$ cat src/menu_pkg.sv
/*
  Shared types and constants for the menu background painter.
  Coordinates are plain 11-bit counters, active area 800 x 600.
  Letter rectangles use exclusive bounds and are matched in table order.
  Only the "GAME" title and the "PLAY" label are kept in the table.
*/

package menu_pkg;

  localparam int COUNT_W = 11;
  localparam int RGB_W   = 12;

  localparam int HOR_PIXELS = 800;
  localparam int VER_PIXELS = 600;
  localparam int FRAME_GAP  = 5;   // Inner frame line offset from the edge

  // 4 bits each of red, green, blue
  localparam logic [RGB_W-1:0] BLACK  = 12'h000;
  localparam logic [RGB_W-1:0] BLUE   = 12'h00f;
  localparam logic [RGB_W-1:0] YELLOW = 12'hff0;

  typedef struct packed {
    logic [COUNT_W-1:0] vcount;
    logic               vsync;
    logic               vblnk;
    logic [COUNT_W-1:0] hcount;
    logic               hsync;
    logic               hblnk;
  } vga_timing_t;

  typedef struct packed {
    vga_timing_t        timing;
    logic [RGB_W-1:0]   rgb;
  } vga_pixel_t;

  // Pixel is inside when vmin < vcount < vmax and hmin < hcount < hmax
  typedef struct packed {
    logic [COUNT_W-1:0] vmin;
    logic [COUNT_W-1:0] vmax;
    logic [COUNT_W-1:0] hmin;
    logic [COUNT_W-1:0] hmax;
    logic [RGB_W-1:0]   colour;
  } menu_rect_t;

  localparam int N_RECTS = 33;

  // vmin, vmax, hmin, hmax, colour
  localparam menu_rect_t MENU_RECTS [N_RECTS] = '{
    // Title "GAME", letter G
    '{170, 215, 574, 584, BLUE},
    '{170, 180, 574, 604, BLUE},
    '{205, 215, 574, 599, BLUE},
    '{190, 200, 589, 604, BLUE},
    '{190, 215, 596, 604, BLUE},
    // A
    '{175, 215, 609, 619, BLUE},
    '{175, 215, 624, 634, BLUE},
    '{170, 180, 614, 629, BLUE},
    '{190, 200, 609, 634, BLUE},
    // M, two legs then the diagonal steps
    '{170, 215, 639, 649, BLUE},
    '{170, 215, 669, 679, BLUE},
    '{180, 190, 648, 658, BLUE},
    '{180, 190, 660, 670, BLUE},
    '{189, 199, 654, 664, BLUE},
    // E
    '{170, 215, 684, 694, BLUE},
    '{170, 180, 684, 709, BLUE},
    '{205, 215, 684, 709, BLUE},
    '{188, 198, 684, 704, BLUE},
    // Label "PLAY", letter P
    '{334, 434, 437, 447, YELLOW},
    '{334, 344, 437, 467, YELLOW},
    '{343, 385, 466, 477, YELLOW},
    '{384, 394, 437, 467, YELLOW},
    // L
    '{334, 434, 482, 492, YELLOW},
    '{424, 434, 482, 517, YELLOW},
    // A
    '{343, 434, 522, 532, YELLOW},
    '{343, 434, 552, 562, YELLOW},
    '{334, 345, 531, 553, YELLOW},
    '{373, 383, 522, 562, YELLOW},
    // Y, stem first then the arms
    '{374, 434, 580, 590, YELLOW},
    '{364, 384, 572, 582, YELLOW},
    '{364, 384, 587, 597, YELLOW},
    '{334, 374, 567, 577, YELLOW},
    '{334, 374, 592, 602, YELLOW}
  };

endpackage

$ cat src/vga_frame_border.sv
/*
  Double frame around the visible area, purely combinational.
  Outer line sits on the screen edge, inner line FRAME_GAP pixels in.
  The inner line stops short of the corners, its ends are excluded.
  Blanking is not looked at here, the output stage handles it.
*/

module vga_frame_border (
  input  menu_pkg::vga_timing_t vga_in,
  output logic                  on_frame
);

  import menu_pkg::*;

  logic outer_line;
  logic inner_hline;  // Top and bottom inner segments
  logic inner_vline;  // Left and right inner segments
  logic h_inside;
  logic v_inside;

  // Strictly between the inner line positions
  assign h_inside = (vga_in.hcount > FRAME_GAP) &&
                    (vga_in.hcount < HOR_PIXELS - FRAME_GAP);
  assign v_inside = (vga_in.vcount > FRAME_GAP) &&
                    (vga_in.vcount < VER_PIXELS - FRAME_GAP);

  assign outer_line = (vga_in.vcount == 0) ||
                      (vga_in.hcount == 0) ||
                      (vga_in.vcount == VER_PIXELS - 1) ||
                      (vga_in.hcount == HOR_PIXELS - 1);

  assign inner_hline = ((vga_in.vcount == FRAME_GAP) ||
                        (vga_in.vcount == VER_PIXELS - FRAME_GAP)) && h_inside;

  assign inner_vline = ((vga_in.hcount == FRAME_GAP) ||
                        (vga_in.hcount == HOR_PIXELS - FRAME_GAP)) && v_inside;

  assign on_frame = outer_line || inner_hline || inner_vline;

endmodule

$ cat src/menu_text_layer.sv
/*
  Letter layer for the menu, combinational.
  Every table rectangle is tested at once with exclusive bounds.
  The lowest table index that hits decides the colour.
  No hit gives text_hit low and a black colour.
*/

module menu_text_layer (
  input  menu_pkg::vga_timing_t       vga_in,
  output logic                        text_hit,
  output logic [menu_pkg::RGB_W-1:0]  text_rgb
);

  import menu_pkg::*;

  logic [N_RECTS-1:0] rect_hit;

  // One comparator set per rectangle
  for (genvar i = 0; i < N_RECTS; i++) begin : g_rect
    logic v_in;
    logic h_in;

    assign v_in = (vga_in.vcount > MENU_RECTS[i].vmin) &&
                  (vga_in.vcount < MENU_RECTS[i].vmax);
    assign h_in = (vga_in.hcount > MENU_RECTS[i].hmin) &&
                  (vga_in.hcount < MENU_RECTS[i].hmax);

    assign rect_hit[i] = v_in && h_in;
  end

  assign text_hit = |rect_hit;

  // Walk down so the lowest index is written last and wins
  always_comb begin
    text_rgb = BLACK;
    for (int i = N_RECTS - 1; i >= 0; i--) begin
      if (rect_hit[i]) begin
        text_rgb = MENU_RECTS[i].colour;
      end
    end
  end

endmodule

$ cat src/menu_pixel_out.sv
/*
  Output stage, the only register in the painter.
  Colour priority: blanking black, then frame blue, then letter colour.
  Timing fields leave one clock after they enter, sync flags untouched.
  Synchronous reset clears the whole outgoing word.
*/

module menu_pixel_out (
  input  logic                        clk,
  input  logic                        rst,
  input  menu_pkg::vga_timing_t       vga_in,
  input  logic                        on_frame,
  input  logic                        text_hit,
  input  logic [menu_pkg::RGB_W-1:0]  text_rgb,
  output menu_pkg::vga_pixel_t        vga_out
);

  import menu_pkg::*;

  logic [RGB_W-1:0] rgb_nxt;

  always_comb begin
    if (vga_in.hblnk || vga_in.vblnk) begin
      rgb_nxt = BLACK;
    end else if (on_frame) begin
      rgb_nxt = BLUE;
    end else if (text_hit) begin
      rgb_nxt = text_rgb;
    end else begin
      rgb_nxt = BLACK;  // Background
    end
  end

  always_ff @(posedge clk) begin
    if (rst) begin
      vga_out <= '0;
    end else begin
      vga_out.timing <= vga_in;
      vga_out.rgb    <= rgb_nxt;
    end
  end

  // Blanked output never carries colour
  assert property (@(posedge clk) disable iff (rst)
    (vga_out.timing.hblnk || vga_out.timing.vblnk) |-> (vga_out.rgb == BLACK))
    else $error("colour on a blanked pixel");

  // Timing comes out exactly one clock late
  assert property (@(posedge clk) disable iff (rst)
    !$past(rst) |-> (vga_out.timing == $past(vga_in)))
    else $error("timing fields not delayed by one clock");

endmodule

$ cat src/main_menu.sv
/*
  Menu background painter, top level.
  One pixel in and one pixel out per clock, latency fixed at one clock.
  No handshake, the caller must supply a valid timing word every cycle.
*/

module main_menu (
  input  logic                  clk,
  input  logic                  rst,
  input  menu_pkg::vga_timing_t vga_in,
  output menu_pkg::vga_pixel_t  vga_out
);

  import menu_pkg::*;

  logic             on_frame;
  logic             text_hit;
  logic [RGB_W-1:0] text_rgb;

  vga_frame_border u_border (
    .vga_in   (vga_in),
    .on_frame (on_frame)
  );

  menu_text_layer u_text (
    .vga_in   (vga_in),
    .text_hit (text_hit),
    .text_rgb (text_rgb)
  );

  // Register stage, merges the layers
  menu_pixel_out u_out (
    .clk      (clk),
    .rst      (rst),
    .vga_in   (vga_in),
    .on_frame (on_frame),
    .text_hit (text_hit),
    .text_rgb (text_rgb),
    .vga_out  (vga_out)
  );

endmodule

$ cat config.mk
export PLATFORM = sky130hd
export DESIGN_NAME = main_menu
export DESIGN_NICKNAME = d
export VERILOG_FILES = /design/src/menu_pkg.sv /design/src/vga_frame_border.sv /design/src/menu_text_layer.sv /design/src/menu_pixel_out.sv /design/src/main_menu.sv
export SDC_FILE = /design/constraint.sdc
export NUM_CORES = 1
export LEC_CHECK = 0
export BUFFER_PORTS_ARGS = -buffer_cell sky130_fd_sc_hd__buf_2
export CAP_MARGIN = 20
export CORE_MARGIN = 3
export CORE_UTILIZATION = 50
export DETAILED_ROUTE_END_ITERATION = 10
export GPL_ROUTABILITY_DRIVEN = 0
export PLACE_DENSITY = 0.77
export SLEW_MARGIN = 20
export SYNTH_ARGS = -nofsm -noshare
export SYNTH_HDL_FRONTEND = slang
export SYNTH_SLANG_ARGS = --single-unit
$ cat constraint.sdc
create_clock -name clk -period 3 [get_ports clk]
set_input_delay 0.3 -clock clk [delete_from_list [all_inputs] [get_ports clk]]
set_output_delay 0.3 -clock clk [all_outputs]
set_load 0.02 [all_outputs]
==> out/results.tsv <==
metric	value	unit
global-route wire length before repair	14820	um
violation count after the first detailed-route iteration	792	
synth warn	0	
max-slew violation count	0	
fraction of layout instances using a drive strength above 1	0.1972	
post-route insts no fill	501	
horizontal die dimension	80.33	um
IR drop worst, VDD	307.8	uV
post-CTS resize count	0	
Die ar.	0.006453	mm2
Crit path top cell by count	sky130_fd_sc_hd__o2111ai_1	
slowest stage delay, CP	0.58	ns
post-route clock period utilization	0.8400	
nets@finish	460	
CTS buffer count	3	
achievable clock frequency	396.8	MHz
GR Overflow Total	0	
setup repair after global routing missed its margin	false	
hold_ws	0.2453	ns
count of nets left with antenna violations after detail routing	0	
Placeable Area	0.005238	mm2
Static Leakage	0.001173	uW
kind of start point of the critical path	primary input	
status	completed	
largest registers	u_out.vga_out x28	
GRT Util Overall	0.2907	
routed wire length	9678	um
TritonCTS Sinks	28	
Crit-path slowest cell	sky130_fd_sc_hd__nor4b_4	
Top reg by flops	u_out.vga_out	
mean area per synthesized cell	6.924	um2
first drt pass iteration count	8	
CP Class	primary input to register	
Clock Tree Root	sky130_fd_sc_hd__clkbuf_8	
family of cells with the greatest summed delay on the critical path	compound AO/OA/AOI/OAI gates	
Inserted Diodes	0	
class of the worst hold path	primary input to register	
count of endpoints failing setup in the final report	0	
number of buffers and inverters on the critical path	1	
maximum fanout along the worst path	17	
Post-Syn Nets	427	
Req. time, crit path	3.14	ns
Max Buffers Root-to-Sink	2	
number of buffers inserted for hold repair after clock tree synthesis	0	
number of instances in the synthesized netlist	399	
flip-flop count of the largest register after layout	28	
main flop type after synthesis	sky130_fd_sc_hd__dfxtp_1	
hold-critical path depth	2	
effective utilization at floorplan	0.5275	
vias in the first global route	2980	
Worst Hold Path EP	u_out.vga_out[26]	
Pwr Density	324.0	mW/mm2
number of standard-cell rows in the floorplan	26	
synth-to-layout area growth	11.23	%
antenna violations before repair	0	
clock tree from TritonCTS	built	
average wire per cell in the routed design	19.32	um
proportion of register bits with asynchronous set or reset after synthesis	0	
via-per-instance ratio	7.022	
pin count of the biggest net entering global routing	29	
Vert. Die Dim	80.33	um
Hold Vio Cnt, Final	0	
total number of vias	3518	
number of distinct standard cells referenced by the synthesized netlist	68	
Max Cap Violations	0	
count of placed standard cells including taps	497	
Final Critical Period	2.520	ns
worst-case headroom to the max-slew limit	0.5890	
count of pins on the block boundary	66	
final sum of negative setup slack	0	ns
number of H-tree levels	1	
critical path arrival	2.66	ns
number of flops mapped to enable cells by yosys	0	
FF+latch count, synth	28	
Post-Synthesis Cell Area	0.002763	mm2
Final HPWL DP	7271	um
clock input transition at the sequential cells of the worst setup and hold paths	0.09	ns
most common library cell in the layout ignoring fill and taps	sky130_fd_sc_hd__buf_2	
cell-by-cell trace of the critical path	buf_2 > nor4b_4 > nand2_2 > o31ai_1 > o2111ai_1 > o311a_1 > o2111ai_1 > nor4_1 > a2111oi_1	
highest-count cells in the layout ignoring fill and taps	sky130_fd_sc_hd__buf_2, sky130_fd_sc_hd__nor2_1, sky130_fd_sc_hd__nor2b_1, sky130_fd_sc_hd__nand2_1, sky130_fd_sc_hd__dfxtp_1	
Worst Tran Pin Value	0.6009	ns
Port Buf Inserts	65	
setup fix buffers added after clock tree synthesis	0	
Worst Min Path Start	vga_in[14]	
endpoint class of the critical path	register	
share of the yosys chip area belonging to registers	0.2029	
DRC violation count after routing	0	
area by class of cell:
| class | instances | area, um2 |
|---|---|---|
| inverter | 10 | 37.54 |
| tap | 70 | 87.58 |
| clock inverter | 1 | 30.03 |
| timing repair buffer | 69 | 355.3 |
| fill | 509 | 2165 |
| sequential | 28 | 560.5 |
| clock buffer | 3 | 41.29 |
| multi-input combinational | 320 | 1961 |
kinds of logic after synthesis:
logic type             count (synthesis)  share of synthesized area
and+or+nand+nor                      197                     0.3999
AOI/OAI and AO/OA                    123                     0.3098
buffers and inverters                 51                    0.08741
DFF                                   28                     0.2029
per-layer routing:
metal	GRT usage	vias up	routed length (um)
li1	-	1544	-
met1	0.3727	1504	3525
met2	0.4272	372	3977
met3	0.07960	98	1489
met4	0.1791	0	686
met5	0	-	0
power by group:
group | internal, uW | switching, uW | leakage (uW)
Sequential | 390 | 3.93 | 0.000233
Clock | 178 | 103 | 0.0000357
Combinational | 96.5 | 224 | 0.000905
cell usage after synthesis (3+ instances only):
master | number | area (um2)
sky130_fd_sc_hd__nor4_1 | 5 | 31.28
sky130_fd_sc_hd__dfxtp_1 | 28 | 560.5
sky130_fd_sc_hd__o2111ai_1 | 6 | 52.55
sky130_fd_sc_hd__nand4_1 | 9 | 56.30
sky130_fd_sc_hd__a211oi_1 | 4 | 30.03
sky130_fd_sc_hd__o31ai_1 | 3 | 22.52
sky130_fd_sc_hd__buf_4 | 10 | 75.07
sky130_fd_sc_hd__a21o_1 | 3 | 22.52
sky130_fd_sc_hd__nor2b_1 | 34 | 212.7
sky130_fd_sc_hd__clkbuf_1 | 17 | 63.81
sky130_fd_sc_hd__and3_1 | 4 | 25.02
sky130_fd_sc_hd__a211o_1 | 3 | 26.28
sky130_fd_sc_hd__inv_1 | 9 | 33.78
sky130_fd_sc_hd__o22ai_1 | 3 | 18.77
sky130_fd_sc_hd__nand2b_1 | 6 | 37.54
sky130_fd_sc_hd__nand4bb_1 | 3 | 33.78
sky130_fd_sc_hd__or3_1 | 5 | 31.28
sky130_fd_sc_hd__and2_1 | 4 | 25.02
sky130_fd_sc_hd__o21a_1 | 5 | 37.54
sky130_fd_sc_hd__buf_2 | 10 | 50.05
sky130_fd_sc_hd__a31oi_1 | 11 | 68.82
sky130_fd_sc_hd__nand3_1 | 15 | 75.07
sky130_fd_sc_hd__nor2_1 | 41 | 153.9
sky130_fd_sc_hd__o211ai_1 | 6 | 45.04
sky130_fd_sc_hd__o21ai_1 | 5 | 25.02
sky130_fd_sc_hd__a21oi_1 | 25 | 125.1
sky130_fd_sc_hd__o21ai_0 | 20 | 100.1
sky130_fd_sc_hd__a41oi_1 | 3 | 26.28
sky130_fd_sc_hd__nor3b_1 | 4 | 30.03
sky130_fd_sc_hd__buf_1 | 4 | 15.01
sky130_fd_sc_hd__nand2_1 | 33 | 123.9
sky130_fd_sc_hd__nand4b_1 | 3 | 26.28
sky130_fd_sc_hd__nor3_1 | 10 | 50.05
metrics by stage:
step / instance area [um2] / setup slack (ns) / total power (uW) / utilization
floorplan: 2763 / 0.9375 / 611.2 / -
CTS: 3073 / 0.6796 / 986.2 / 0.5867
global placement: 3002 / 0.4512 / 706.3 / 0.5731
finish: 3073 / 0.4801 / 995.5 / 0.5867
global route: 3073 / 0.4320 / 1033 / 0.5867
detailed placement: 3002 / 0.4176 / 706.5 / 0.5731
worst max-delay path by stage:
stage,startpoint,to,slack [ns],cells after the start
5_1_grt,vga_in[9],u_out.vga_out[10],0.43,8
3_3_place_gp,vga_in[12],u_out.vga_out[10],0.45,8
4_1_cts,vga_in[12],u_out.vga_out[10],0.68,8
3_5_place_dp,vga_in[12],u_out.vga_out[10],0.42,8
2_1_floorplan,vga_in[7],u_out.vga_out[10],0.94,8
6_report,vga_in[9],u_out.vga_out[2],0.48,9
Note: power is estimated with default switching activity, not from simulation.
